`src/design/cpu_config.svh`:
```
`ifndef CPU_CONFIG_SVH
`define CPU_CONFIG_SVH

// datapath and memory sizing
`define WORD_W        32
`define MEM_AW        8
`define MEM_DEPTH     (1 << `MEM_AW)
`define NUM_REGS      8
`define REG_AW        3
`define ALU_CNTL_W    14
`define FLAGS_W       5

// alu control word, bits 0..6 pick exactly one operation
`define ALU_OP_ADD    0
`define ALU_OP_SUB    1
`define ALU_OP_AND    2
`define ALU_OP_OR     3
`define ALU_OP_XOR    4
`define ALU_OP_MUL    5
`define ALU_OP_DIV    6
`define ALU_SRC_INV   7
`define ALU_SRC_INC   8
`define ALU_USE_CARRY 9
`define ALU_NO_WR     10
`define ALU_CLEAR_CF  11
`define ALU_CLEAR_OF  12
`define ALU_PASS_B    13

// status flag positions, cf is the top bit
`define STAT_CF       4
`define STAT_PF       3
`define STAT_ZF       2
`define STAT_SF       1
`define STAT_OF       0

`endif

```
`src/design/cpu_pkg.sv`:
```
`include "cpu_config.svh"

package cpu_pkg;

  typedef logic [`WORD_W-1:0]     word_t;
  typedef logic [`MEM_AW-1:0]     addr_t;
  typedef logic [`REG_AW-1:0]     reg_idx_t;
  typedef logic [`FLAGS_W-1:0]    flags_t;     // cf pf zf sf of, msb first
  typedef logic [`ALU_CNTL_W-1:0] alu_cntl_t;

  // instruction bits 31..26
  typedef enum logic [5:0] {
    OP_NOP  = 6'd0,
    OP_ADD  = 6'd1,
    OP_ADC  = 6'd2,
    OP_SUB  = 6'd3,
    OP_SBB  = 6'd4,
    OP_AND  = 6'd5,
    OP_OR   = 6'd6,
    OP_XOR  = 6'd7,
    OP_MUL  = 6'd8,
    OP_DIV  = 6'd9,
    OP_CMP  = 6'd10,
    OP_LDI  = 6'd11,
    OP_LD   = 6'd12,
    OP_ST   = 6'd13,
    OP_CLC  = 6'd14,
    OP_HALT = 6'd15
  } opcode_t;

  typedef enum logic [2:0] {
    S_FETCH,
    S_WAIT,
    S_DECODE,
    S_EXEC,
    S_MEM,
    S_HALT
  } seq_state_t;

endpackage

```
`src/design/ld_st_unit.sv`:
```
`timescale 1ns/1ps

module ld_st_unit (
  input  logic           clk,
  input  logic           rst,
  input  logic           start,
  input  logic           we,
  input  cpu_pkg::addr_t addr,
  input  cpu_pkg::word_t wdata,
  input  logic           gnt,
  input  logic           rvalid,
  input  cpu_pkg::word_t rdata,
  output logic           req,
  output logic           req_we,
  output cpu_pkg::addr_t req_addr,
  output cpu_pkg::word_t req_wdata,
  output logic           done,
  output cpu_pkg::word_t load_data
);
  import cpu_pkg::*;

  logic  store_done;                           // write went out last cycle
  logic  load_wait;                            // read granted, data due
  word_t load_q;

  always_ff @(posedge clk) begin
    if (rst) begin
      req        <= 1'b0;
      store_done <= 1'b0;
      load_wait  <= 1'b0;
    end else begin
      if (start) begin
        req <= 1'b1;
      end else if (gnt) begin
        req <= 1'b0;
      end
      store_done <= gnt & req_we;
      if (gnt && !req_we) begin
        load_wait <= 1'b1;
      end else if (rvalid) begin
        load_wait <= 1'b0;
      end
    end
  end

  always_ff @(posedge clk) begin
    if (start) begin
      req_we    <= we;
      req_addr  <= addr;
      req_wdata <= wdata;
    end
    if (rvalid) begin
      load_q <= rdata;
    end
  end

  assign done      = store_done | (rvalid & load_wait);
  assign load_data = rvalid ? rdata : load_q;  // valid in the done cycle and after

endmodule

```
`config.mk`:
```
export PLATFORM = sky130hd
export DESIGN_NAME = ld_st_unit
export DESIGN_NICKNAME = d
export VERILOG_FILES = /design/src/design/cpu_pkg.sv /design/src/design/ld_st_unit.sv
export VERILOG_INCLUDE_DIRS = /design/src /design/src/design
export SDC_FILE = /design/constraint.sdc
export NUM_CORES = 1
export LEC_CHECK = 0
export ABC_AREA = 1
export BUFFER_PORTS_ARGS = -buffer_cell sky130_fd_sc_hd__buf_2
export CAP_MARGIN = 20
export CORE_MARGIN = 3
export CORE_UTILIZATION = 38
export DETAILED_ROUTE_END_ITERATION = 6
export PLACE_DENSITY = 0.75
export RECOVER_POWER = 100
export SYNTH_ARGS = -nofsm -noshare
export SYNTH_HDL_FRONTEND = slang
export SYNTH_SLANG_ARGS = --single-unit
```
`constraint.sdc`:
```
create_clock -name clk -period 0.8 [get_ports clk]
set_input_delay 0.08 -clock clk [delete_from_list [all_inputs] [get_ports clk]]
set_output_delay 0.08 -clock clk [all_outputs]
set_load 0.05 [all_outputs]
```
==> metrics.md, run 1 <==
| Metric | Value |
|---|---|
| Outcome | `finished with violations` |
| Failing checks | `hold timing, setup timing` |
| Final critical-path setup slack | `-0.308 ns` |
| CTS tree | `done` |
| Clk slew on worst S/H paths | `0.08 ns` |
| Iter 0 DRT Violations | `167` |
| Flop and latch count out of synthesis | `76` |
| Mean Syn Cell Area | `12.8 µm²` |
| CP delay by family, top | `flip-flops` |
| Port bufs | `152` |
| CTS HTree Levels | `3` |
| HPWL after DPL | `4.55 mm` |
| Num CTS Buffers | `9` |
| Crit path kind | `reg2out` |
| Synth warn | `0` |
| Hold Crit Class | `in2reg` |
| Place WS | `-0.197 ns` |
| I/O Pins | `153` |
| GR Util All Layers | `0.213` |
| Sequential area share after synthesis | `0.789` |
| PwrDens | `2310 nW/µm²` |
| Final Cycle Share | `1.38` |
| Detailed Routing Iterations Pass 1 | `4` |
| Final ANT Viol Nets | `0` |
| Global placement routability congestion | `0.732` |
| CP Max Fanout | `2` |
| Mapped Nets | `269` |
| Synth Cell Area | `2450 µm²` |
| Setup Skew | `0.00242 ns` |
| Clock Sinks | `76` |
| Initial antenna violation count | `0` |
| DR WL/cell | `16.8 µm` |
| Final core occ | `0.763` |
| Worst Max-Slew Pin Slew | `0.384 ns` |
| First-pass GRT wire length | `11.8 mm` |
| Hold_ws | `-0.0135 ns` |
| Longest Clk Path Bufs | `2` |
| Slew margin rel. | `0.744` |
| CTS Hold Buffers Added | `43` |
| Lkg Pwr | `2.17 nW` |
| Die Span X | `86.3 µm` |
| Area of the multi-input gates | `498 µm²` |
| Non-Filler Instances | `480` |
| Count of final setup violators | `76` |
| Fmax | `903 MHz` |
| Final Instance Area | `4650 µm²` |
| Crit path buffers/inverters | `1` |
| Slowest stage cell on the critical path | `dfxtp_2` |
| Vias | `2204` |
| Layout area overhead | `89.8%` |
| Top cell by count, worst path | `nand2_2` |
| Final Total Pwr | `10.7 mW` |
| Setup TNS | `-15.52 ns` |
| WP data arrival | `1.03 ns` |
| RSZ-0062 raised after global routing | `yes` |
| Placed cell area | `3380 µm²` |
| Worst Path Required | `0.72 ns` |
| Die ar. | `7450 µm²` |
| MaxCap Viol Count | `0` |
| Max IR drop VDD | `1.37 mV` |
| Synth cell types | `13` |
| CP Cell Sequence | `nand2_2 > nand2_2 > buf_8` |
| Initial Utilization | `0.402` |
| WL final | `8.06 mm` |
| Crit end category | `output port` |
| Clock Latency Late Sink | `0.33 ns` |
| DP Cell Count | `417` |
| Largest net degree at the start of global routing | `34` |
| Fillers | `367` |
| Final min period | `1.11 ns` |
| Vias in the first global route | `2242` |
| Startpoint types | `register` |
| Die Y | `86.3 µm` |
| Delay of the slowest critical-path stage | `0.35 ns` |
| FP Rows | `28` |
| FF+latch area | `1950 µm²` |
| Nets | `478` |
| Max-slew violation count | `0` |
| Residual DRC | `0` |
| Root Driver | `clkbuf_8` |
| Vias per inst | `4.59` |
| CORE AREA | `6100 µm²` |
| Gate Count Post-Synth | `191` |
| Grt ovf | `0` |
| Diode count | `0` |
| Share of layout cells above drive strength 1 | `0.570` |
| Final hold vios | `15` |
cell type report:
| class | instances | area share |
|---|---|---|
| multi-input combinational | 103 | 0.107 |
| timing repair buffer | 205 | 0.398 |
| sequential | 76 | 0.419 |
| inverter | 5 | 0.00565 |
| clock inverter | 5 | 0.0178 |
| tap | 75 | 0.0202 |
| clock buffer | 11 | 0.0326 |
worst min-delay path, cell delays in order:
cell     delay [ns]
buf_2          0.07
nand2_1        0.05
nand2_2        0.08
kinds of logic after synthesis:
family                 after synthesis  synth area share
flip-flops                          76             0.789
AO/OA/AOI/OAI                        2           0.00511
buffers and inverters               12            0.0398
AND/OR/NAND/NOR                    101             0.166
state kept, by name, summed over array words and instances (netlist names):
signal,cells
load_q,32
load_wait,1
req,1
req_addr,8
req_wdata,32
req_we,1
store_done,1
path summary, 6_finish.rpt:
kind / from / endpoint / slack, ns / cells after the start
max: load_q[20] / load_data[20] / -0.31 / 3
min: rdata[6] / load_q[6] / -0.01 / 3
max reg2reg: load_q[23] / load_q[23] / -0.03 / 4
min reg2reg: load_q[9] / load_q[9] / 0.46 / 2
metal layers:
layer / track usage / vias to the layer above / routed length (µm)
li1: - / 1037 / -
met1: 0.252 / 1018 / 3040
met2: 0.368 / 139 / 4110
met3: 0.0627 / 10 / 831
met4: 0.0751 / 0 / 82
met5: 0 / - / 0
cell usage after synthesis:
cell type	count	area, µm²
nor3_1	1	5.00
a21oi_1	1	5.00
edfxtp_1	41	1230
buf_4	3	22.5
inv_1	4	15.0
inv_8	1	11.3
buf_6	3	33.8
nand2_2	10	62.6
dfxtp_1	35	701
buf_8	1	15.0
nand3_1	2	10.0
nand2_1	88	330
a21o_1	1	7.51
report_power, final:
group          internal [mW]  switching (mW)
clock                   1.94            1.38
sequential              4.47           0.155
combinational           1.11            1.70
placed cells by master (no fill, tap or decap):
cell type      instances
a21o_1                 1
a21oi_1                1
buf_12                 1
buf_2                 76
buf_4                  7
buf_6                 47
buf_8                 28
bufinv_16              2
clkbuf_1               1
clkbuf_2               1
clkbuf_4               1
clkbuf_8              11
clkinv_2               1
clkinv_4               1
dfxtp_1               21
dfxtp_2               14
dlygate4sd3_1         43
edfxtp_1              41
inv_1                  4
inv_6                  1
inv_8                  1
nand2_1               59
nand2_2               38
nand2_4                1
nand3_1                2
nor3_1                 1
repair_timing:
action | CTS | global route
pin swaps | 2 | 5
endpoints found under the hold margin | 74 | 18
setup endpoints to repair | 75 | 75
setup buffers | 1 | 3
gates resized for setup | 184 | 15
Note: power is estimated with default switching activity, not from simulation.
==> inputs of run 2 (changes only) <==
SETUP_SLACK_MARGIN = 0.3   (was not set)
==> run 2 against run 1 <==
Against the previous run:
- the run still ends with hold timing, setup timing left
- setup slack got worse by 0.012 ns
- non-clock buffer count decreased by 23
- total power increased by 11%
- register-to-register slack about the same
- sequential power increased by 3%
- clock power increased by 4%
- combinational power increased by 30%
- global-route usage increased by 4.8 points
==> metrics.md, run 2 (synthesized netlist as in run 1, its figures left out) <==
| Metric | Value |
|---|---|
| FF+latch area | `2040 µm² (+4.9%)` |
| Die Y | `86.3 µm (unchanged)` |
| Vias | `2284 (+3.6%)` |
| Worst Path Required | `0.72 ns (about the same)` |
| Final core occ | `0.934 (+0.171)` |
| CTS HTree Levels | `3 (unchanged)` |
| Hold path start | `wdata[3]` |
| Die Span X | `86.3 µm (unchanged)` |
| Combinational power share | `0.308 (+0.047)` |
| P_int | `7.77 mW (+3.4%)` |
| Final min period | `1.12 ns (+0.0121 ns)` |
| Clock Latency Late Sink | `0.35 ns (+0.02 ns)` |
| WHS Endpoint | `req_wdata[3]` |
| Max-slew violation count | `0 (unchanged)` |
| Crit path kind | `reg2out` |
| Slew margin rel. | `0.565 (-0.179)` |
| MaxCap Viol Count | `0 (unchanged)` |
| Setup Skew | `0.00273 ns (+0.000306 ns)` |
| Vias in the first global route | `2429 (+8.3%)` |
| Residual DRC | `0 (unchanged)` |
| Share of layout cells above drive strength 1 | `0.840 (+0.270)` |
| Net Sw Power | `4.11 mW (+27%)` |
| Lkg Pwr | `2.38 nW (+9.6%)` |
| Final critical-path setup slack | `-0.320 ns (-0.0121 ns)` |
| Switching Fraction | `0.346 (+0.0450)` |
| Outcome | `finished with violations` |
| R2R Path End | `load_q[16]` |
| Place WS | `-0.351 ns (-0.154 ns)` |
| Most common cell after layout, fill and taps aside | `buf_2` |
| Clk slew on worst S/H paths | `0.10 ns (+0.02 ns)` |
| Reg2Reg Depth | `4 (unchanged)` |
| Final hold vios | `45 (+30)` |
| Crit end category | `output port` |
| Initial Utilization | `0.402 (unchanged)` |
| First-pass GRT wire length | `14.1 mm (+19%)` |
| Diode count | `0 (unchanged)` |
| Die ar. | `7450 µm² (unchanged)` |
| PwrDens | `2090 nW/µm² (-9.7%)` |
| Hold Path Stages | `1 (-2)` |
| I/O Pins | `153 (unchanged)` |
| RSZ-0062 raised after global routing | `yes` |
| Port bufs | `152 (unchanged)` |
| WL final | `10.8 mm (+34%)` |
| Clock Sinks | `76 (unchanged)` |
| Final Cycle Share | `1.40 (+0.0151)` |
| R2r startpoint | `load_q[16]` |
| M1 WL | `3.54 mm (+17%)` |
| Worst reg2reg setup slack | `-0.02 ns (about the same)` |
| Failing checks | `hold timing, setup timing` |
| Max layer used | `met4` |
| HPWL after DPL | `5.43 mm (+19%)` |
| Layout area overhead | `132%` |
| Detailed Routing Iterations Pass 1 | `4 (unchanged)` |
| Num CTS Buffers | `9 (unchanged)` |
| Fillers | `171 (-53%)` |
| Fmax | `893 MHz (-1.1%)` |
| Hold Crit Class | `in2reg` |
| CORE AREA | `6100 µm² (unchanged)` |
| Count of final setup violators | `78 (+2.6%)` |
| FP Rows | `28 (unchanged)` |
| Sequential power share | `0.403 (-0.027)` |
| Iter 0 DRT Violations | `137 (-18%)` |
| GR Util All Layers | `0.261 (+0.0482)` |
| Vias per inst | `5.00 (+8.8%)` |
| Most frequent cells in the layout | `buf_2, buf_6, nand2_8, edfxtp_1, dfxtp_4` |
| Hold_ws | `-0.118 ns (-0.104 ns)` |
| Area of the multi-input gates | `1520 µm² (+210%)` |
| Final ANT Viol Nets | `0 (unchanged)` |
| DR WL/cell | `23.6 µm (+41%)` |
| Global placement routability congestion | `0.696 (-4.9%)` |
| Worst Max-Slew Pin Slew | `0.653 ns (+0.269 ns)` |
| Startpoint types | `register` |
| CP Max Fanout | `2 (unchanged)` |
| Initial antenna violation count | `0 (unchanged)` |
| WL met3 | `740 µm (-11%)` |
| Largest net degree at the start of global routing | `30 (-12%)` |
| Grt ovf | `0 (unchanged)` |
| WP data arrival | `1.04 ns (about the same)` |
| Registers with the most flip-flops | `load_q (32), req_wdata (32), req_addr (8)` |
| Longest Clk Path Bufs | `2 (unchanged)` |
| Clk pwr share | `0.290 (-0.018)` |
| Max IR drop VDD | `1.80 mV (+32%)` |
| Metal2 WL | `6.12 mm (+49%)` |
| CTS tree | `done` |
| Root Driver | `clkbuf_8` |
| Nets | `455 (-4.8%)` |
## run 2: what timing repair did
action / CTS / global route
cloned: 0 / 1
pin swaps: 46 / 4
setup buffers: 11 / 4
endpoints found under the setup margin: 110 / 110
endpoints found under the hold margin: 49 / 48
gates resized for setup: 255 / 17
## run 2: layer usage
layer	GRT usage	vias to the layer above
li1	-	994
met1	0.273	1130
met2	0.481	127
met3	0.0922	33
met4	0.0907	0
met5	0	-
## run 2: layout make-up
type                            instances  area share
Clock buffer                            9      0.0218
Clock inverter                          7      0.0182
Inverter                                5     0.00550
Multi-Input combinational cell        103       0.268
Sequential cell                        76       0.359
Tap cell                               75      0.0165
Timing Repair Buffer                  182       0.311
## run 2: how the worst max path moves through the flow
stage | endpoint | start | slack, ns | cells past startpoint
5_1_grt | load_data[16] | load_q[16] | -0.35 | 3
2_1_floorplan | load_wait | req_we | -0.15 | 3
6_report | load_data[16] | load_q[16] | -0.32 | 3
3_3_place_gp | load_data[26] | rvalid | -0.34 | 5
3_5_place_dp | load_data[27] | rvalid | -0.35 | 5
4_1_cts | done | load_wait | -0.30 | 2
## run 2: power by group through the flow
stage               combinational (mW)  sequential [mW]  clock [mW]
CTS                               3.47             4.76        3.36
detailed placement                2.79             4.79           0
global route                      3.77             4.81        3.62
finish                            3.65             4.78        3.45
global placement                  2.74             4.77           0
floorplan                         1.52             5.39           0
## run 2: through the flow
| step | power, mW | setup TNS, ns | instances | hold WS [ns] | area [µm²] |
|---|---|---|---|---|---|
| after floorplan | 6.91 | -0.265 | 191 | 0.139 | 3610 |
| after global placement | 7.51 | -9.03 | 425 | 0.257 | 4530 |
| after detailed placement | 7.58 | -9.80 | 425 | 0.258 | 4530 |
| after CTS | 11.6 | -17.14 | 452 | -0.113 | 5590 |
| after global routing | 12.2 | -20.03 | 457 | -0.121 | 5690 |
| final | 11.9 | -17.98 | 457 | -0.118 | 5690 |
## run 2: critical path, stage by stage, from the launching register on
cell     delay (ns)
dfxtp_4        0.38
nand2_8        0.06
nand2_8        0.08
buf_8          0.14
