===== src/design/cpu_config.svh =====
`ifndef CPU_CONFIG_SVH
`define CPU_CONFIG_SVH

// datapath and memory sizing
`define WORD_W        32
`define MEM_AW        8
`define MEM_DEPTH     (1 << `MEM_AW)
`define NUM_REGS      8
`define REG_AW        3
`define ALU_CNTL_W    14
`define FLAGS_W       5

// alu control word, bits 0..6 pick exactly one operation
`define ALU_OP_ADD    0
`define ALU_OP_SUB    1
`define ALU_OP_AND    2
`define ALU_OP_OR     3
`define ALU_OP_XOR    4
`define ALU_OP_MUL    5
`define ALU_OP_DIV    6
`define ALU_SRC_INV   7
`define ALU_SRC_INC   8
`define ALU_USE_CARRY 9
`define ALU_NO_WR     10
`define ALU_CLEAR_CF  11
`define ALU_CLEAR_OF  12
`define ALU_PASS_B    13

// status flag positions, cf is the top bit
`define STAT_CF       4
`define STAT_PF       3
`define STAT_ZF       2
`define STAT_SF       1
`define STAT_OF       0

`endif


===== src/design/cpu_pkg.sv =====
`include "cpu_config.svh"

package cpu_pkg;

  typedef logic [`WORD_W-1:0]     word_t;
  typedef logic [`MEM_AW-1:0]     addr_t;
  typedef logic [`REG_AW-1:0]     reg_idx_t;
  typedef logic [`FLAGS_W-1:0]    flags_t;     // cf pf zf sf of, msb first
  typedef logic [`ALU_CNTL_W-1:0] alu_cntl_t;

  // instruction bits 31..26
  typedef enum logic [5:0] {
    OP_NOP  = 6'd0,
    OP_ADD  = 6'd1,
    OP_ADC  = 6'd2,
    OP_SUB  = 6'd3,
    OP_SBB  = 6'd4,
    OP_AND  = 6'd5,
    OP_OR   = 6'd6,
    OP_XOR  = 6'd7,
    OP_MUL  = 6'd8,
    OP_DIV  = 6'd9,
    OP_CMP  = 6'd10,
    OP_LDI  = 6'd11,
    OP_LD   = 6'd12,
    OP_ST   = 6'd13,
    OP_CLC  = 6'd14,
    OP_HALT = 6'd15
  } opcode_t;

  typedef enum logic [2:0] {
    S_FETCH,
    S_WAIT,
    S_DECODE,
    S_EXEC,
    S_MEM,
    S_HALT
  } seq_state_t;

endpackage


===== src/design/alu.sv =====
`timescale 1ns/1ps
`include "cpu_config.svh"

module alu (
  input  cpu_pkg::alu_cntl_t cntl,
  input  cpu_pkg::flags_t    status_in,
  input  cpu_pkg::word_t     opnd0_r,
  input  cpu_pkg::word_t     opnd1_r,
  output cpu_pkg::flags_t    status_out,
  output cpu_pkg::word_t     result
);
  import cpu_pkg::*;

  logic        carry;
  logic        cin;
  logic [32:0] a_ext;
  logic [32:0] b_ext;
  logic [32:0] sum;
  logic [63:0] product;
  word_t       quotient;
  logic        add_ovf;
  logic        mul_ovf;
  logic        div_zero;
  logic        cf_calc;
  logic        of_calc;

  // ~~~~~~~~~~~~~~~~~~~~~~~~~~~~~~~~~~~~~~
  // shared adder for add/adc/sub/sbb/cmp
  // ~~~~~~~~~~~~~~~~~~~~~~~~~~~~~~~~~~~~~~
  assign carry = cntl[`ALU_USE_CARRY] & status_in[`STAT_CF];
  assign cin   = cntl[`ALU_SRC_INC] ^ carry;     // sbb drops the +1 on borrow
  assign a_ext = {1'b0, opnd0_r};
  assign b_ext = cntl[`ALU_SRC_INV] ? ~{1'b0, opnd1_r} : {1'b0, opnd1_r};
  assign sum   = a_ext + b_ext + {32'b0, cin};  // bit 32 is carry, or borrow for sub

  // operands agree in sign, result does not
  assign add_ovf = (a_ext[31] == b_ext[31]) && (sum[31] != a_ext[31]);

  assign product  = {32'b0, opnd0_r} * {32'b0, opnd1_r};
  assign mul_ovf  = |product[63:32];
  assign div_zero = (opnd1_r == '0);
  assign quotient = div_zero ? '1 : opnd0_r / opnd1_r;

  always_comb begin
    case (1'b1)
      cntl[`ALU_OP_ADD],
      cntl[`ALU_OP_SUB]: result = sum[31:0];
      cntl[`ALU_OP_AND]: result = opnd0_r & opnd1_r;
      cntl[`ALU_OP_OR]:  result = opnd0_r | opnd1_r;
      cntl[`ALU_OP_XOR]: result = opnd0_r ^ opnd1_r;
      cntl[`ALU_OP_MUL]: result = product[31:0];
      cntl[`ALU_OP_DIV]: result = quotient;
      cntl[`ALU_PASS_B]: result = opnd1_r;     // ldi
      default:           result = '0;
    endcase
  end

  always_comb begin
    cf_calc = sum[32];
    of_calc = add_ovf;
    if (cntl[`ALU_OP_MUL]) begin
      cf_calc = mul_ovf;                       // product spilled into the upper word
      of_calc = mul_ovf;
    end else if (cntl[`ALU_OP_DIV]) begin
      cf_calc = div_zero;
      of_calc = 1'b0;
    end
  end

  // clear_cf wins over no_wr so clc keeps the other flags
  assign status_out[`STAT_CF] = cntl[`ALU_CLEAR_CF] ? 1'b0 :
                                cntl[`ALU_NO_WR]    ? status_in[`STAT_CF] : cf_calc;
  assign status_out[`STAT_PF] = cntl[`ALU_NO_WR] ? status_in[`STAT_PF] : ~^result[7:0];
  assign status_out[`STAT_ZF] = cntl[`ALU_NO_WR] ? status_in[`STAT_ZF] : (result == '0);
  assign status_out[`STAT_SF] = cntl[`ALU_NO_WR] ? status_in[`STAT_SF] : result[31];
  assign status_out[`STAT_OF] = cntl[`ALU_NO_WR]    ? status_in[`STAT_OF] :
                                cntl[`ALU_CLEAR_OF] ? 1'b0 : of_calc;

endmodule


===== src/design/op_decoder.sv =====
`timescale 1ns/1ps
`include "cpu_config.svh"

module op_decoder (
  input  cpu_pkg::opcode_t   opcode,
  output cpu_pkg::alu_cntl_t cntl,
  output logic               reg_we,
  output logic               flags_we,
  output logic               use_imm,
  output logic               is_load,
  output logic               is_store,
  output logic               is_halt
);
  import cpu_pkg::*;

  always_comb begin
    logic alu_op;                              // writes rd and flags

    alu_op   = 1'b0;
    cntl     = '0;
    reg_we   = 1'b0;
    flags_we = 1'b0;
    use_imm  = 1'b0;
    is_load  = 1'b0;
    is_store = 1'b0;
    is_halt  = 1'b0;

    case (opcode)
      OP_ADD, OP_ADC: begin
        alu_op                = 1'b1;
        cntl[`ALU_OP_ADD]     = 1'b1;
        cntl[`ALU_USE_CARRY]  = (opcode == OP_ADC);
      end
      OP_SUB, OP_SBB, OP_CMP: begin
        alu_op                = (opcode != OP_CMP);
        flags_we              = (opcode == OP_CMP);    // cmp keeps rd
        cntl[`ALU_OP_SUB]     = 1'b1;
        cntl[`ALU_SRC_INV]    = 1'b1;
        cntl[`ALU_SRC_INC]    = 1'b1;
        cntl[`ALU_USE_CARRY]  = (opcode == OP_SBB);
      end
      OP_AND, OP_OR, OP_XOR: begin
        alu_op                = 1'b1;
        cntl[`ALU_OP_AND]     = (opcode == OP_AND);
        cntl[`ALU_OP_OR]      = (opcode == OP_OR);
        cntl[`ALU_OP_XOR]     = (opcode == OP_XOR);
        cntl[`ALU_CLEAR_CF]   = 1'b1;
        cntl[`ALU_CLEAR_OF]   = 1'b1;
      end
      OP_MUL: begin
        alu_op                = 1'b1;
        cntl[`ALU_OP_MUL]     = 1'b1;
      end
      OP_DIV: begin
        alu_op                = 1'b1;
        cntl[`ALU_OP_DIV]     = 1'b1;
      end
      OP_LDI: begin
        reg_we                = 1'b1;
        use_imm               = 1'b1;
        cntl[`ALU_PASS_B]     = 1'b1;
        cntl[`ALU_NO_WR]      = 1'b1;
      end
      OP_CLC: begin
        flags_we              = 1'b1;
        cntl[`ALU_NO_WR]      = 1'b1;
        cntl[`ALU_CLEAR_CF]   = 1'b1;
      end
      OP_LD:   is_load  = 1'b1;
      OP_ST:   is_store = 1'b1;
      OP_HALT: is_halt  = 1'b1;
      default: cntl[`ALU_NO_WR] = 1'b1;        // nop and unused codes
    endcase

    if (alu_op) begin
      reg_we   = 1'b1;
      flags_we = 1'b1;
    end
  end

endmodule


===== src/design/reg_file.sv =====
`timescale 1ns/1ps
`include "cpu_config.svh"

module reg_file (
  input  logic              clk,
  input  logic              rst,
  input  cpu_pkg::reg_idx_t raddr_a,
  input  cpu_pkg::reg_idx_t raddr_b,
  input  logic              we,
  input  cpu_pkg::reg_idx_t waddr,
  input  cpu_pkg::word_t    wdata,
  input  logic              flags_we,
  input  cpu_pkg::flags_t   flags_in,
  output cpu_pkg::word_t    rdata_a,
  output cpu_pkg::word_t    rdata_b,
  output cpu_pkg::flags_t   flags
);
  import cpu_pkg::*;

  word_t regs [`NUM_REGS];

  always_ff @(posedge clk) begin
    if (rst) begin
      for (int i = 0; i < `NUM_REGS; i++) begin
        regs[i] <= '0;
      end
      flags <= '0;
    end else begin
      if (we) begin
        regs[waddr] <= wdata;
      end
      if (flags_we) begin
        flags <= flags_in;
      end
    end
  end

  assign rdata_a = regs[raddr_a];  // rd, also the store data
  assign rdata_b = regs[raddr_b];

endmodule


===== src/design/core_seq.sv =====
`timescale 1ns/1ps

module core_seq (
  input  logic            clk,
  input  logic            rst,
  input  logic            fetch_gnt,
  input  logic            fetch_rvalid,
  input  cpu_pkg::word_t  rdata,
  input  logic            ls_done,
  input  cpu_pkg::word_t  ls_rdata,
  output logic            fetch_req,
  output cpu_pkg::addr_t  fetch_addr,
  output logic            ls_start,
  output logic            ls_we,
  output cpu_pkg::addr_t  ls_addr,
  output cpu_pkg::word_t  ls_wdata,
  output logic            halted,
  output cpu_pkg::flags_t flags
);
  import cpu_pkg::*;

  seq_state_t state;
  addr_t      pc;
  word_t      ir;
  opcode_t    opcode;
  word_t      imm;
  alu_cntl_t  cntl;
  logic       dec_reg_we;
  logic       dec_flags_we;
  logic       use_imm;
  logic       is_load;
  logic       is_store;
  logic       is_halt;
  word_t      rdata_a;
  word_t      rdata_b;
  word_t      opnd1;
  word_t      alu_result;
  flags_t     alu_flags;
  logic       rf_we;
  word_t      rf_wdata;
  logic       rf_flags_we;

  // ~~~~~~~~~~~~~~~~~~~~~~~~~~~~~~~~~~~~~~
  // fetch / decode / execute
  // ~~~~~~~~~~~~~~~~~~~~~~~~~~~~~~~~~~~~~~
  always_ff @(posedge clk) begin
    if (rst) begin
      state     <= S_FETCH;
      pc        <= '0;
      fetch_req <= 1'b0;
    end else begin
      case (state)
        S_FETCH: begin
          fetch_req <= ~fetch_gnt;             // also raises it on the first cycle out of reset
          if (fetch_gnt) begin
            pc    <= pc + addr_t'(1);
            state <= S_WAIT;
          end
        end
        S_WAIT: begin
          if (fetch_rvalid) begin
            state <= S_DECODE;
          end
        end
        S_DECODE: begin
          if (is_halt) begin
            state <= S_HALT;
          end else if (is_load || is_store) begin
            state <= S_MEM;
          end else begin
            state <= S_EXEC;
          end
        end
        S_EXEC: begin
          fetch_req <= 1'b1;                   // next fetch with no idle cycle
          state     <= S_FETCH;
        end
        S_MEM: begin
          if (ls_done) begin
            fetch_req <= 1'b1;
            state     <= S_FETCH;
          end
        end
        S_HALT:  state <= S_HALT;              // until reset
        default: state <= S_FETCH;
      endcase
    end
  end

  always_ff @(posedge clk) begin
    if (state == S_WAIT && fetch_rvalid) begin
      ir <= rdata;
    end
  end

  assign opcode = opcode_t'(ir[31:26]);
  assign imm    = {16'b0, ir[15:0]};

  op_decoder u_op_decoder (
    .opcode   (opcode),
    .cntl     (cntl),
    .reg_we   (dec_reg_we),
    .flags_we (dec_flags_we),
    .use_imm  (use_imm),
    .is_load  (is_load),
    .is_store (is_store),
    .is_halt  (is_halt)
  );

  reg_file u_reg_file (
    .clk      (clk),
    .rst      (rst),
    .raddr_a  (ir[25:23]),                     // rd
    .raddr_b  (ir[22:20]),                     // rs
    .we       (rf_we),
    .waddr    (ir[25:23]),
    .wdata    (rf_wdata),
    .flags_we (rf_flags_we),
    .flags_in (alu_flags),
    .rdata_a  (rdata_a),
    .rdata_b  (rdata_b),
    .flags    (flags)
  );

  alu u_alu (
    .cntl       (cntl),
    .status_in  (flags),
    .opnd0_r    (rdata_a),
    .opnd1_r    (opnd1),
    .status_out (alu_flags),
    .result     (alu_result)
  );

  assign opnd1       = use_imm ? imm : rdata_b;
  assign rf_we       = (state == S_EXEC && dec_reg_we) || (state == S_MEM && ls_done && is_load);
  assign rf_wdata    = (state == S_MEM) ? ls_rdata : alu_result;
  assign rf_flags_we = (state == S_EXEC) && dec_flags_we;

  assign fetch_addr = pc;
  assign ls_start   = (state == S_DECODE) && (is_load || is_store);
  assign ls_we      = is_store;
  assign ls_addr    = addr_t'(imm);            // word address from the low immediate bits
  assign ls_wdata   = rdata_a;
  assign halted     = (state == S_HALT);

endmodule


===== config.mk =====
export PLATFORM = sky130hd
export DESIGN_NAME = core_seq
export DESIGN_NICKNAME = d
export VERILOG_FILES = /design/src/design/cpu_pkg.sv /design/src/design/alu.sv /design/src/design/op_decoder.sv /design/src/design/reg_file.sv /design/src/design/core_seq.sv
export VERILOG_INCLUDE_DIRS = /design/src /design/src/design
export SDC_FILE = /design/constraint.sdc
export NUM_CORES = 2
export LEC_CHECK = 0
export ABC_AREA = 1
export BUFFER_PORTS_ARGS = -buffer_cell sky130_fd_sc_hd__buf_2
export CELL_PAD_IN_SITES_DETAIL_PLACEMENT = 0
export CELL_PAD_IN_SITES_GLOBAL_PLACEMENT = 1
export CORE_MARGIN = 3
export CORE_UTILIZATION = 40
export DETAILED_ROUTE_END_ITERATION = 10
export PLACE_DENSITY_LB_ADDON = 0.12
export SYNTH_ARGS = -nofsm -noshare
export SYNTH_HDL_FRONTEND = slang
export SYNTH_HIERARCHICAL = 1
export SYNTH_SLANG_ARGS = --single-unit
export TNS_END_PERCENT = 50

===== constraint.sdc =====
create_clock -name clk -period 78 [get_ports clk]
set_input_delay 15.6 -clock clk [delete_from_list [all_inputs] [get_ports clk]]
set_output_delay 15.6 -clock clk [all_outputs]
set_load 0.005 [all_outputs]

==> results.md <==
* Hold Vio Cnt, Final at 0
* Crit Path Class: flip-flop to flip-flop
* #FFs+latches synth at 301
* Largest net degree at the start of global routing at 131
* Worst slack, placed at 0.474 ns
* Post-Synthesis Cells at 12700
* Largest family of logic cells by synthesized area: adder cells
* Die Span X at 471 µm
* Complex-gate fraction of the synthesized area at 0.0984
* Area Growth Syn to Fin at 7.74%
* # hold bufs at CTS at 0
* Synth warnings at 6
* Vias in the first global route at 80700
* FF/Latch Area at 8870 µm²
* Min cycle time layout at 71.58 ns
* Vias at 81200
* Worst-margin pin slew at 1.37 ns
* 1st-iter DRT viols at 6061
* Hold WC Path Type: flip-flop to flip-flop
* Post-Syn Area at 86500 µm²
* Total GRT Usage at 0.297
* R2R depth at 516
* CP max stage delay at 0.55 ns
* Vias per cell at 5.22
* H-tree levels at 1
* Synthesized area per cell at 6.81 µm²
* Drt wl/cell at 21.7 µm
* Area of the multi-input gates at 65000 µm²
* Slew headroom at 0.0746
* Die area at 222000 µm²
* HPWL Detailed at 251 mm
* MaxCap Viol Count at 0
* Crit-path most repeated cell: nand2_1
* Global-route wire length before repair at 502 mm
* Clock sink count at 301
* Final net count at 14600
* Share of post-route cells with drive strength above 1 at 0.0960
* Critical Path Start: ir[20]$_DFFE_PP_
* Post-synth EDFFs at 284
* Clock transition at path regs at 0.07 ns
* Number of iterations in the first detailed-routing pass at 6
* Register area share after synthesis at 0.102
* WL final at 337 mm
* CTS Buf Count at 29
* Post-synth ARST share at 0
* Number of port buffers at 121
* CORE AREA at 215000 µm²
* Worst EP required at 78.53 ns
* Final setup vio count at 0
* Reg2reg end: u_reg_file/flags[3]$_SDFFE_PP0P_
* Clk_skew at 0.0174 ns
* CTS root buf: clkbuf_16
* Final Max Slew Viols at 0
* Fillers at 22600
* DIE HEIGHT at 471 µm
* Synth unique cells at 93
* Reg2Reg Setup Slack at 6.42 ns
* Critical Path Source Type: flip-flop
* Remaining antenna violation count at 0
* Clk buf depth at 3
* CP Capture Point: u_reg_file/flags[3]$_SDFFE_PP0P_
* Clock Latency Late Sink at 0.63 ns
* # IOs at 126
* Tcrit/Tclk final at 0.918
* Critical-path top delay cell: edfxtp_1
* Status: completed
* Post-Synth Simple-Gate Area at 0.258
* Initial antenna violation count at 17
* Residual DRC at 0
* Setup ws final at 6.42 ns
* Row Count at 170
* Post-synth top flop: edfxtp_1
* Post-synthesis mux area share at 0.00376
* Adder-Cell Fraction of Synth Area at 0.337
* CTS tree: done
* Synth Area in XOR/XNOR at 0.0420
* Crit path DAT at 72.10 ns
* Fmax at 14.0 MHz
* CP Max Fanout at 19
* Starting Density at 0.403
* GP Congestion at 0.981
* Hold depth at 2
* Grt total ovfl at 0
* Syn Nets at 14600
* Reg2reg start: ir[20]$_DFFE_PP_
* Crit path capture type: flip-flop
==> state kept, by name (all words and copies together), names as in the netlist <==
| name | cells |
|---|---|
| u_reg_file/flags | 5 |
| ir | 28 |
| fetch_req | 1 |
| fetch_addr | 8 |
| state | 3 |
| u_reg_file/regs | 256 |
==> critical path, delay by kind of cell, from the launching register on <==
family	cells	cell delay, ns
xor gates and xnor gates	5	0.89
buffers and inverters	79	8.23
adders and majority gates	32	10.35
and+or+nand+nor	246	25.97
AOI/OAI and AO/OA	151	24.40
muxes	3	0.92
DFF	1	0.55
==> per-stage QoR <==
step	hold WS, ns	instance area (µm²)	instances	setup TNS [ns]	util
global placement	0.473	90300	15400	0	0.420
detailed placement	0.482	90300	15400	0	0.420
finish	0.500	93300	15600	0	0.434
global route	0.511	93200	15600	-2.17	0.434
CTS	0.499	91200	15500	0	0.424
floorplan	0.464	86500	12700	0	-
==> layout make-up <==
| class | instances | share of cell area |
|---|---|---|
| multi-input combinational | 8969 | 0.697 |
| inverter | 2904 | 0.119 |
| sequential | 301 | 0.0951 |
| timing repair buffer | 495 | 0.0414 |
| tap | 2838 | 0.0381 |
| clock buffer | 37 | 0.00810 |
| clock inverter | 17 | 0.00110 |
| timing repair inverter | 2 | 0.000268 |
| antenna | 9 | 0.000242 |
==> layer usage <==
layer,wire (µm),GRT usage
met5,92,0
met4,14300,0.106
met3,24500,0.0417
met2,153000,0.489
met1,145000,0.398
==> logic make-up after synthesis <==
group           after synthesis
fa+ha+maj                  1793
compound gates             1436
buf+inv                    3439
mux                          30
xor+xnor                    415
flops                       301
simple gates               5294
==> cell usage in the layout, fill, tap and decap left out, types with 29 or more instances in the layout <==
master | synthesis | final
inv_2 | 74 | 72
xor2_1 | 280 | 280
inv_1 | 2817 | 2791
buf_4 | 48 | 328
o21ai_1 | 92 | 107
nand2_1 | 3524 | 3468
a21oi_2 | 36 | 69
buf_2 | 92 | 122
xnor2_1 | 135 | 135
o211ai_1 | 37 | 37
nand3_2 | 67 | 66
a21oi_1 | 589 | 550
or2_2 | 59 | 59
o21ai_0 | 345 | 310
o21bai_1 | 55 | 51
o21ai_2 | 44 | 61
nand4_1 | 65 | 65
nand3_1 | 568 | 567
nor3_1 | 92 | 78
edfxtp_1 | 284 | 284
a31oi_1 | 34 | 33
fa_1 | 898 | 898
ha_1 | 895 | 891
nand2_2 | 72 | 118
nor4_1 | 40 | 30
and2_1 | 29 | 29
nor2_2 | 23 | 31
clkbuf_16 | 0 | 33
nor2_4 | 10 | 37
nor2_1 | 689 | 654
==> timing repair <==
action | 4_1_cts | 5_1_grt
resized for setup | 0 | 331
buffers inserted | 0 | 98
endpoints found under the setup margin | 0 | 26
==> how the worst min path moves through the flow <==
stage / slack [ns] / endpoint / from
after global routing: 0.51 / fetch_req$_SDFFE_PP0P_ / fetch_req$_SDFFE_PP0P_
final: 0.50 / fetch_req$_SDFFE_PP0P_ / fetch_req$_SDFFE_PP0P_
after CTS: 0.50 / fetch_req$_SDFFE_PP0P_ / fetch_req$_SDFFE_PP0P_
after global placement: 0.47 / fetch_req$_SDFFE_PP0P_ / fetch_req$_SDFFE_PP0P_
after detailed placement: 0.48 / fetch_req$_SDFFE_PP0P_ / fetch_req$_SDFFE_PP0P_
after floorplan: 0.46 / fetch_req$_SDFFE_PP0P_ / fetch_req$_SDFFE_PP0P_
==> synth_stat cells (67+ instances only) <==
library cell | n | area [µm²]
xor2_1 | 280 | 2450
nand3_2 | 67 | 671
a21oi_1 | 589 | 2950
edfxtp_1 | 284 | 8530
o21ai_0 | 345 | 1730
nor3_1 | 92 | 460
inv_1 | 2817 | 10600
xnor2_1 | 135 | 1180
inv_2 | 74 | 278
nand3_1 | 568 | 2840
o21ai_1 | 92 | 460
nand2_2 | 72 | 450
nand2_1 | 3524 | 13200
clkbuf_1 | 298 | 1120
ha_1 | 895 | 11200
buf_2 | 92 | 460
fa_1 | 898 | 18000
nor2_1 | 689 | 2590
Power is not shown: default switching activity piles up to over one toggle a cycle in this logic, so the estimate is an artifact.
