`src/design/cpu_config.svh`:
```
`ifndef CPU_CONFIG_SVH
`define CPU_CONFIG_SVH

// datapath and memory sizing
`define WORD_W        32
`define MEM_AW        8
`define MEM_DEPTH     (1 << `MEM_AW)
`define NUM_REGS      8
`define REG_AW        3
`define ALU_CNTL_W    14
`define FLAGS_W       5

// alu control word, bits 0..6 pick exactly one operation
`define ALU_OP_ADD    0
`define ALU_OP_SUB    1
`define ALU_OP_AND    2
`define ALU_OP_OR     3
`define ALU_OP_XOR    4
`define ALU_OP_MUL    5
`define ALU_OP_DIV    6
`define ALU_SRC_INV   7
`define ALU_SRC_INC   8
`define ALU_USE_CARRY 9
`define ALU_NO_WR     10
`define ALU_CLEAR_CF  11
`define ALU_CLEAR_OF  12
`define ALU_PASS_B    13

// status flag positions, cf is the top bit
`define STAT_CF       4
`define STAT_PF       3
`define STAT_ZF       2
`define STAT_SF       1
`define STAT_OF       0

`endif

```
`src/design/cpu_pkg.sv`:
```
`include "cpu_config.svh"

package cpu_pkg;

  typedef logic [`WORD_W-1:0]     word_t;
  typedef logic [`MEM_AW-1:0]     addr_t;
  typedef logic [`REG_AW-1:0]     reg_idx_t;
  typedef logic [`FLAGS_W-1:0]    flags_t;     // cf pf zf sf of, msb first
  typedef logic [`ALU_CNTL_W-1:0] alu_cntl_t;

  // instruction bits 31..26
  typedef enum logic [5:0] {
    OP_NOP  = 6'd0,
    OP_ADD  = 6'd1,
    OP_ADC  = 6'd2,
    OP_SUB  = 6'd3,
    OP_SBB  = 6'd4,
    OP_AND  = 6'd5,
    OP_OR   = 6'd6,
    OP_XOR  = 6'd7,
    OP_MUL  = 6'd8,
    OP_DIV  = 6'd9,
    OP_CMP  = 6'd10,
    OP_LDI  = 6'd11,
    OP_LD   = 6'd12,
    OP_ST   = 6'd13,
    OP_CLC  = 6'd14,
    OP_HALT = 6'd15
  } opcode_t;

  typedef enum logic [2:0] {
    S_FETCH,
    S_WAIT,
    S_DECODE,
    S_EXEC,
    S_MEM,
    S_HALT
  } seq_state_t;

endpackage

```
`src/design/mem_arbiter.sv`:
```
`timescale 1ns/1ps

module mem_arbiter (
  input  logic           clk,
  input  logic           rst,
  input  logic           ls_req,
  input  logic           ls_we,
  input  cpu_pkg::addr_t ls_addr,
  input  cpu_pkg::word_t ls_wdata,
  input  logic           fetch_req,
  input  logic           fetch_we,
  input  cpu_pkg::addr_t fetch_addr,
  input  cpu_pkg::word_t fetch_wdata,
  input  logic           host_req,
  input  logic           host_we,
  input  cpu_pkg::addr_t host_addr,
  input  cpu_pkg::word_t host_wdata,
  input  cpu_pkg::word_t mem_rdata,
  output logic           ls_gnt,
  output logic           ls_rvalid,
  output logic           fetch_gnt,
  output logic           fetch_rvalid,
  output logic           host_gnt,
  output logic           host_rvalid,
  output cpu_pkg::word_t rdata,
  output logic           mem_en,
  output logic           mem_we,
  output cpu_pkg::addr_t mem_addr,
  output cpu_pkg::word_t mem_wdata
);

  logic own_ls;                                // owner of last cycle's access
  logic own_fetch;
  logic own_host;
  logic rd_pend;                               // last access was a read
  logic busy;

  assign busy = own_ls | own_fetch | own_host;

  // fixed priority, one grant per two cycles
  assign ls_gnt    = ~busy & ls_req;
  assign fetch_gnt = ~busy & fetch_req & ~ls_req;
  assign host_gnt  = ~busy & host_req & ~ls_req & ~fetch_req;
  assign mem_en    = ls_gnt | fetch_gnt | host_gnt;

  always_comb begin
    if (ls_gnt) begin
      mem_we    = ls_we;
      mem_addr  = ls_addr;
      mem_wdata = ls_wdata;
    end else if (fetch_gnt) begin
      mem_we    = fetch_we;
      mem_addr  = fetch_addr;
      mem_wdata = fetch_wdata;
    end else begin
      mem_we    = host_gnt & host_we;
      mem_addr  = host_addr;
      mem_wdata = host_wdata;
    end
  end

  always_ff @(posedge clk) begin
    if (rst) begin
      own_ls    <= 1'b0;
      own_fetch <= 1'b0;
      own_host  <= 1'b0;
      rd_pend   <= 1'b0;
    end else begin
      own_ls    <= ls_gnt;
      own_fetch <= fetch_gnt;
      own_host  <= host_gnt;
      rd_pend   <= mem_en & ~mem_we;
    end
  end

  assign ls_rvalid    = rd_pend & own_ls;
  assign fetch_rvalid = rd_pend & own_fetch;
  assign host_rvalid  = rd_pend & own_host;
  assign rdata        = mem_rdata;             // shared, qualified by rvalid

endmodule

```
`config.mk`:
```
export PLATFORM = sky130hd
export DESIGN_NAME = mem_arbiter
export DESIGN_NICKNAME = d
export VERILOG_FILES = /design/src/design/cpu_pkg.sv /design/src/design/mem_arbiter.sv
export VERILOG_INCLUDE_DIRS = /design/src /design/src/design
export SDC_FILE = /design/constraint.sdc
export NUM_CORES = 1
export LEC_CHECK = 0
export BUFFER_PORTS_ARGS = -buffer_cell sky130_fd_sc_hd__buf_4
export CORE_AREA = 3 3 91 93
export CTS_CLUSTER_SIZE = 16
export DETAILED_ROUTE_END_ITERATION = 7
export DIE_AREA = 0 0 94 96
export PLACE_DENSITY = 0.68
export SYNTH_ARGS = -nofsm -noshare
export SYNTH_HDL_FRONTEND = slang
export SYNTH_SLANG_ARGS = --single-unit
```
`constraint.sdc`:
```
create_clock -name clk -period 3 [get_ports clk]
set_clock_uncertainty 0.05 [all_clocks]
set_input_delay 0.15 -clock clk [delete_from_list [all_inputs] [get_ports clk]]
set_output_delay 0.15 -clock clk [all_outputs]
set_load 0.005 [all_outputs]
```
==> results.toml, run 1 <==
[placement]
dp_hpwl_um = 5547
placed_cell_area_sq_um = 2559
place_congestion = 0.7349
place_ws_ps = 1039
portBuffers = 175

[timing]
rsz0062_at_grt = "no"
period_share = 0.6977
slew_viol_final = 0
fin_ws_ps = 906.9
finalSetupViolations = 0
final_hold_viol_count = 0
relSlewSlack = 0.4565
post-route-min-period_ps = 2093
finalSetupTns_ps = 0
fmax_mhz = 477.8
worst_pin_slew_ps = 815.3

[power_and_ir_drop]
leakage_nw = 1.173
power_density_nw_per_um2 = 261.1
ir_drop_mv = 0.1233

[final_layout]
final_nets = 451
drive_gt1_frac = 0.7855
antenna_cells = 0
area_growth_pct = 81.01
final_cell_area_sq_um = 2600

[clocking]
numCtsBuffers = 3
cts_sinks = 4
clk_latency_ps = 220
cts_buffer_depth = 2
post-cts-setup-buffer-count = 0
cts-resized-gates = 0
cts.reportedPaths.clkPinSlew_ps = 30
cts-hold-fix-buffers = 0
cts_tree = "built"
htree_levels = 1
cts-root-buf = "clkbuf_8"

[logic_synthesis]
ys_seq_area_frac = 0.05575
netlist_area_sq_um = 1436
synth_seq_cells = 4
ys_async_sr_fraction = 0
yosys_warnings = 0
ys_types = 24
syn_area_per_cell_sq_um = 8.977
netlist_instances = 160
synth_edf_count = 0
synth_fp_nets = 320
synth_flop_cell = "dfxtp_1"

[hold_path]
hold_start = "rst"
hp-class = "in2reg"
min_delay_path_depth = 2

[floorplanning]
die_area_sq_um = 9024
io_pins = 240
initial_core_util = 0.1888
core_area_sq_um = 7607
num_rows = 32
dieHeight_um = 96
die_w_um = 94

[detailed_routing]
first_iter_violations = 106
antenna_left = 0
routed_wl_um = 7045
num_vias = 2066
drc = 0
first_pass_iters = 4
avgViaCountPerCell = 5.284
wire_per_inst_um = 18.02

[run]
maxCapViolCount = 0

[setup_path]
worst_setup_path_end_kind = "primary output"
r2r-start = "own_host"
ff2ff_path_depth = 4
critPathLaunch = "own_host"
crit_type = "reg2out"
critPathArrivalTime_ps = 1890
crit_path_start_kind = "register"
cp.required_ps = 2800
worstPathMaxFanout = 42

[global_routing]
grt_pass1_vias = 2081
grt.total_usage = 0.1373
grt_start_max_net_pins = 43
grt_overflow = 0
grt_pass1_wl_um = 10110
antenna_found_initial = 0

[outcome]
outcome = "finished, final reports clean"
-- cell usage after synthesis (2+ instances only) --
master,count,area [sq um]
o221a_2,40,450.4
o32a_1,40,400.4
buf_4,32,240.2
clkbuf_1,13,48.80
buf_2,5,25.02
buf_6,5,56.30
dfxtp_1,4,80.08
and2_1,3,18.77
inv_1,2,7.510
nand2b_1,2,12.51
-- critical path, stage by stage (launching register included) --
cell	delay, ps
dfxtp_1	320
nor3_4	200
buf_4	300
nand2_1	80
buf_4	270
o221a_2	330
buf_4	140
-- state kept, by name, summed over array words and instances (netlist names) --
signal,flops
own_fetch,1
own_host,1
rd_pend,1
own_ls,1
-- per-stage QoR --
step,power (mW),hold slack [ps],instances,util
floorplan,0.3166,171.6,160,-
global placement,0.5623,250.0,388,0.3363
detailed placement,0.5699,250.0,388,0.3363
CTS,0.6863,66.11,391,0.3418
global route,0.7248,74.03,391,0.3418
finish,0.6790,70.46,391,0.3418
-- power by group --
| group | internal, mW | total (mW) | switching (mW) | leakage [nW] |
|---|---|---|---|---|
| Combinational | 0.316 | 0.507 | 0.191 | 1.12 |
| Sequential | 0.0568 | 0.0594 | 0.00266 | 0.0328 |
| Clock | 0.0855 | 0.113 | 0.0272 | 0.0216 |
| Total | 0.459 | 0.679 | 0.220 | 1.17 |
-- layout make-up --
type | count | area (sq um)
Tap cell | 102 | 127.6
Sequential cell | 4 | 80.08
Multi-Input combinational cell | 99 | 984.7
Inverter | 2 | 7.507
Clock buffer | 3 | 41.29
Fill cell | 807 | 5007
Timing Repair Buffer | 181 | 1359
-- layout by cell type, fill, tap and decap left out, drive strengths merged, types with 2 or more instances in the layout --
master	synthesis	layout
and2	3	3
buf	42	181
clkbuf	13	3
dfxtp	4	4
inv	2	2
nand2b	2	2
nor3	2	2
nor3b	2	2
o221a	40	40
o32a	40	40
-- worst paths after layout --
kind	endpoint	slack [ps]
hold / removal	own_fetch	70
setup / recovery	mem_addr[7]	910
hold reg to reg	own_host	870
setup reg to reg	rd_pend	1440
-- cell families (layout without fill, tap and decap cells) --
kind of cell	count (synthesis)	in the layout	share of synthesized area
flip-flops	4	4	0.05575
buffers and inverters	57	186	0.2631
AND/OR/NAND/NOR	16	16	0.07405
AO/OA/AOI/OAI	83	83	0.6071
-- layer usage --
metal  share of wire  track usage  wire length, um
met1            0.36       0.1541             2527
met2            0.52       0.2525             3631
met3            0.10      0.03127              714
met5               0            0                0
met4           0.024      0.05054              172
Power figures use the tool's default switching activity.
==> inputs of run 2 (changes only) <==
--- a/config.mk
+++ b/config.mk
@@ -7,11 +7,11 @@
 export NUM_CORES = 1
 export LEC_CHECK = 0
 export BUFFER_PORTS_ARGS = -buffer_cell sky130_fd_sc_hd__buf_4
-export CORE_AREA = 3 3 91 93
+export CORE_AREA = 3 3 93 95
 export CTS_CLUSTER_SIZE = 16
 export DETAILED_ROUTE_END_ITERATION = 7
-export DIE_AREA = 0 0 94 96
-export PLACE_DENSITY = 0.68
+export DIE_AREA = 0 0 96 98
+export PLACE_DENSITY = 0.66
 export SYNTH_ARGS = -nofsm -noshare
 export SYNTH_HDL_FRONTEND = slang
 export SYNTH_SLANG_ARGS = --single-unit
==> constraint.sdc (replaced) <==
create_clock -name clk -period 2.2 [get_ports clk]
set_clock_uncertainty 0.05 [all_clocks]
set_input_delay 0.11 -clock clk [delete_from_list [all_inputs] [get_ports clk]]
set_output_delay 0.11 -clock clk [all_outputs]
set_load 0.005 [all_outputs]
==> run 2 against run 1 <==
Core utilization shrank 0.68 points. Combinational power grew 37%. Register-to-register slack lost 910 ps. Final area grew 0.58%. Hold slack lost 41 ps. Sequential power grew 37%. Via count grew 0.87%. Critical path depth shrank 1. Final cell count grew 0.51%. Critical endpoint is now mem_wdata[13]. Largest cell class unchanged.
==> results.toml, run 2 (synthesis results as in run 1) <==
[power_and_ir_drop]
p_comb_frac = 0.749
p_sw_mw = 0.3012
swShare = 0.3239
leakage_nw = 1.182
p_seq_frac = 0.087
power_density_nw_per_um2 = 355.5
ir_drop_mv = 0.1004
clkPwrFrac = 0.164
internal-power_mw = 0.6286

[timing]
worst_pin_slew_ps = 839.8
relSlewSlack = 0.4401
finalSetupTns_ps = 0
finalSetupViolations = 0
fmax_mhz = 507.1
final_hold_viol_count = 0
rsz0062_at_grt = "no"
period_share = 0.8963
post-route-min-period_ps = 1972
slew_viol_final = 0

[floorplanning]
io_pins = 240
dieHeight_um = 98
num_rows = 32
die_w_um = 96
core_area_sq_um = 7807
die_area_sq_um = 9408
initial_core_util = 0.1840

[clocking]
cts_sinks = 4
htree_levels = 1
cts-root-buf = "clkbuf_8"
cts.reportedPaths.clkPinSlew_ps = 30
clk_latency_ps = 210
post-cts-setup-buffer-count = 0
cts-hold-fix-buffers = 0
cts-resized-gates = 0
cts_tree = "built"
cts_buffer_depth = 2
numCtsBuffers = 3

[final_layout]
final_nets = 453
area_growth_pct = 82.06
fillers = 813
mostFrequentLayoutCells = "buf_4, o32a_1, o221a_2"
final_common_cell = "buf_4"
drive_gt1_frac = 0.7869
final_cell_area_sq_um = 2615
antenna_cells = 0

[hold_path]
hp-class = "in2reg"
min_delay_path_depth = 2

[placement]
placed_cell_area_sq_um = 2574
portBuffers = 175
place_congestion = 0.7362
dp_hpwl_um = 5522

[detailed_routing]
avgViaCountPerCell = 5.303
wire_per_inst_um = 17.68
drc = 0
num_vias = 2084
first_iter_violations = 80
antenna_left = 0
routed_wl_um = 6950
first_pass_iters = 4

[global_routing]
grt.total_usage = 0.1299
antenna_found_initial = 0
grt_pass1_wl_um = 9942
grt_overflow = 0
grt_start_max_net_pins = 42
grt_pass1_vias = 2075

[setup_path]
reg2reg_slack_ps = 530
endpoint = "mem_wdata[13]"
cp.required_ps = 2040
ff2ff_path_depth = 4
reg2reg_to = "rd_pend"
r2r-start = "own_host"
crit_path_start_kind = "register"
critPathLaunch = "own_host"
critPathArrivalTime_ps = 1810
worstPathMaxFanout = 27
crit_type = "reg2out"
worst_setup_path_end_kind = "primary output"

[outcome]
outcome = "finished, final reports clean"

[run]
maxCapViolCount = 0
==> run 2: cell type report <==
class	instances	area, sq um	area share
tap	102	127.6	0.04880
clock buffer	3	41.29	0.01579
inverter	2	7.507	0.002871
sequential	4	80.08	0.03062
timing repair buffer	183	1374	0.5254
multi-input combinational	99	984.7	0.3766
==> run 2: worst min path at each step <==
stage | start | slack [ps] | endpoint
finish | rst | 30 | own_fetch
floorplan | rst | 130 | own_fetch
detailed placement | mem_rdata[15] | 170 | rdata[15]
global placement | mem_rdata[15] | 170 | rdata[15]
global route | rst | 40 | own_fetch
CTS | rst | 30 | own_fetch
==> run 2: routing by layer <==
| layer | routed length [um] | GRT usage |
|---|---|---|
| met1 | 2455 | 0.1374 |
| met2 | 3442 | 0.2507 |
| met3 | 941 | 0.03159 |
| met4 | 112 | 0.02845 |
| met5 | 0 | 0 |
==> run 2: stage by stage <==
stage | worst slack, ps | instances | utilization | power, mW | hold WS (ps)
finish | 228.1 | 393 | 0.3349 | 0.9297 | 29.02
global route | 146.5 | 393 | 0.3349 | 1.001 | 36.97
CTS | 243.9 | 393 | 0.3349 | 0.9379 | 30.07
detailed placement | 469.6 | 390 | 0.3296 | 0.7823 | 170.0
global placement | 474.2 | 390 | 0.3296 | 0.7736 | 170.0
floorplan | 660.1 | 160 | - | 0.4318 | 131.6
==> run 2: power groups by stage <==
stage,clock network (mW),registers (mW),logic [mW]
6_report,0.152,0.0812,0.696
5_1_grt,0.164,0.0817,0.754
4_1_cts,0.155,0.0811,0.702
3_5_place_dp,0,0.0821,0.700
3_3_place_gp,0,0.0819,0.692
2_1_floorplan,0,0.0804,0.351
==> run 2: worst max-delay path: stages, from the launching register on <==
cell     delay, ps
dfxtp_1        330
or3_1          390
buf_4          240
o32a_1         360
o221a_2        120
buf_4          130
==> inputs of run 3 (changes only) <==
--- a/config.mk
+++ b/config.mk
@@ -6,12 +6,13 @@
 export SDC_FILE = /design/constraint.sdc
 export NUM_CORES = 1
 export LEC_CHECK = 0
+export ABC_AREA = 1
 export BUFFER_PORTS_ARGS = -buffer_cell sky130_fd_sc_hd__buf_4
-export CORE_AREA = 3 3 93 95
+export CORE_AREA = 3 3 91 93
 export CTS_CLUSTER_SIZE = 16
 export DETAILED_ROUTE_END_ITERATION = 7
-export DIE_AREA = 0 0 96 98
-export PLACE_DENSITY = 0.66
+export DIE_AREA = 0 0 94 96
+export PLACE_DENSITY = 0.74
 export SYNTH_ARGS = -nofsm -noshare
 export SYNTH_HDL_FRONTEND = slang
 export SYNTH_SLANG_ARGS = --single-unit
==> constraint.sdc (replaced) <==
create_clock -name clk -period 2.2 [get_ports clk]
set_clock_uncertainty 0.05 [all_clocks]
set_input_delay 0.11 -clock clk [delete_from_list [all_inputs] [get_ports clk]]
set_output_delay 0.11 -clock clk [all_outputs]
set_load 0.02 [all_outputs]
==> run 3 against run 2 <==
Count of clock-buffer cells in the layout unchanged. Final area up 15%. Sequential cell count unchanged. Critical endpoint unchanged.
==> results.toml, run 3 <==
[outcome]
outcome = "finished, final reports clean"

[hold_path]
hold_end = "own_ls"
hp-class = "in2reg"
min_delay_path_depth = 2
hold_start = "rst"

[floorplanning]
num_rows = 32
die_area_sq_um = 9024
die_w_um = 94
core_area_sq_um = 7607
io_pins = 240
initial_core_util = 0.2406
dieHeight_um = 96

[setup_path]
worst_setup_path_end_kind = "primary output"
reg2reg_slack_ps = 830
cpMaxStageDelayCell = "dfxtp_1"
cpPeakStageDelay_ps = 310
r2r-start = "own_ls"
critPathArrivalTime_ps = 1810
path_cells = "nor2_2 > nand2_2 > clkinv_4 > nand2_4 > inv_8 > buf_12 > nand2_4 > nand3_2 > buf_4"
critPathMostFrequentCell = "nand2_4"
crit_path_start_kind = "register"
reg2reg_to = "own_fetch"
crit_buf_inv = 4
ff2ff_path_depth = 6
worstPathMaxFanout = 21
critPathTopFamily = "buffers and inverters"
cp.required_ps = 2040
critPathLaunch = "own_host"
crit_type = "reg2out"

[clocking]
cts_tree = "built"
cts-root-buf = "clkbuf_8"
cts_sinks = 4
post-cts-setup-buffer-count = 0
cts_buffer_depth = 2
cts-resized-gates = 0
numCtsBuffers = 3
clk_latency_ps = 210
cts-hold-fix-buffers = 0
htree_levels = 1
cts.reportedPaths.clkPinSlew_ps = 30

[logic_synthesis]
muxShareOfSynthArea = 0
synth_top_family_by_area = "simple AND/OR/NAND/NOR gates"
synth_common_cells = "nand2_1, nand3_1, nand2_4, nand3_2, buf_4"
synth_flop_cell = "dfxtp_1"
yosysTopAreaCellShare = 0.2522
synth-xor-area-share = 0
synth_fp_nets = 405
synth_edf_count = 0
yosys_warnings = 0
ys_types = 17
netlist_instances = 245
synth_fa_ha_area_frac = 0
yosys.cell_count.top_type = "nand2_1"
netlist_area_sq_um = 1831
syn_area_per_cell_sq_um = 7.471
yosys.area_share.simple = 0.7075
ys_seq_area_frac = 0.04375
synth-compound-area-share = 0.004101
synth_area_leaders = "nand2_4, nand3_2, buf_4"
yosysTopAreaCell = "nand2_4"
ys_async_sr_fraction = 0
synth_seq_cells = 4

[detailed_routing]
routed_wl_um = 6558
num_vias = 2144
wire_per_inst_um = 13.61
avgViaCountPerCell = 4.448
antenna_left = 0
first_iter_violations = 38
drc = 0
first_pass_iters = 4

[final_layout]
area_growth_pct = 63.77
instances_no_fill = 482
antenna_cells = 0
final_common_cell = "buf_4"
final_nets = 542
final_cell_area_sq_um = 2998
drive_gt1_frac = 0.7079
mostFrequentLayoutCells = "buf_4, nand2_1, nand3_1"
final_core_util = 0.3941

[global_routing]
grt_overflow = 0
antenna_found_initial = 0
grt_start_max_net_pins = 43
grt_pass1_wl_um = 9611
grt.total_usage = 0.1297
grt_pass1_vias = 2119

[timing]
rsz0062_at_grt = "no"
fin_hold_ws_ps = 38.74
period_share = 0.8934
relSlewSlack = 0.6949
finalSetupViolations = 0
finalSetupTns_ps = 0
worst_pin_slew_ps = 457.7
fmax_mhz = 508.8
slew_viol_final = 0
post-route-min-period_ps = 1966
final_hold_viol_count = 0

[placement]
dp_hpwl_um = 5607
place_congestion = 0.8135
portBuffers = 175
placed_cell_area_sq_um = 2957
dpl.cell_count = 479

[run]
maxCapViolCount = 0

[power_and_ir_drop]
ir_drop_mv = 0.1514
leakage_nw = 1.862
power_density_nw_per_um2 = 349.3
==> run 3: cell types whose count changed after synthesis, moves of 13 or more <==
cell | previous run | this run
nand2_1 | 1 | 46
o221a_2 | 40 | 0
clkbuf_1 | 13 | 0
nand2_4 | 0 | 41
nand3_1 | 0 | 44
o32a_1 | 40 | 0
nand3_2 | 0 | 39
==> run 3: how the worst max path moves through the flow <==
| stage | end | slack (ps) | cells past startpoint |
|---|---|---|---|
| floorplan | mem_addr[0] | 950 | 8 |
| global placement | mem_wdata[29] | 480 | 9 |
| detailed placement | mem_wdata[29] | 440 | 9 |
| CTS | mem_wdata[29] | 210 | 9 |
| global route | mem_wdata[29] | 100 | 9 |
| finish | mem_wdata[13] | 230 | 9 |
==> run 3: cell families (layout without fill, tap and decap cells) <==
kind of cell,count (synthesis),count (layout)
compound gates,1,1
buf+inv,60,195
flops,4,4
simple gates,180,180
==> run 3: area by class of cell <==
type	instances	area (sq um)
fillers	802	4609
repair buffers	180	1389
multi-input cells	181	1303
well taps	102	127.6
flip-flops and latches	4	80.08
inverters	12	57.56
clock buffers	3	41.29
==> run 3: power breakdown <==
| group | total, mW | switching, mW | internal (mW) |
|---|---|---|---|
| registers | 0.0803 | 0.00273 | 0.0775 |
| clock network | 0.147 | 0.0306 | 0.116 |
| logic | 0.820 | 0.431 | 0.390 |
| total | 1.05 | 0.464 | 0.583 |
==> run 3: per-layer routing <==
metal / vias up / GRT usage / routed length, um
met5: - / 0 / 0
met4: 0 / 0.03369 / 110
met3: 12 / 0.03206 / 735
met2: 136 / 0.2626 / 3534
met1: 959 / 0.1306 / 2177
li1: 1037 / - / -
==> run 3: metrics by stage <==
| step | setup WS (ps) | power [mW] |
|---|---|---|
| after floorplan | 946.0 | 0.6031 |
| after global placement | 476.3 | 0.8997 |
| after detailed placement | 437.3 | 0.9101 |
| after CTS | 212.5 | 1.062 |
| after global routing | 98.46 | 1.119 |
| final | 234.5 | 1.047 |
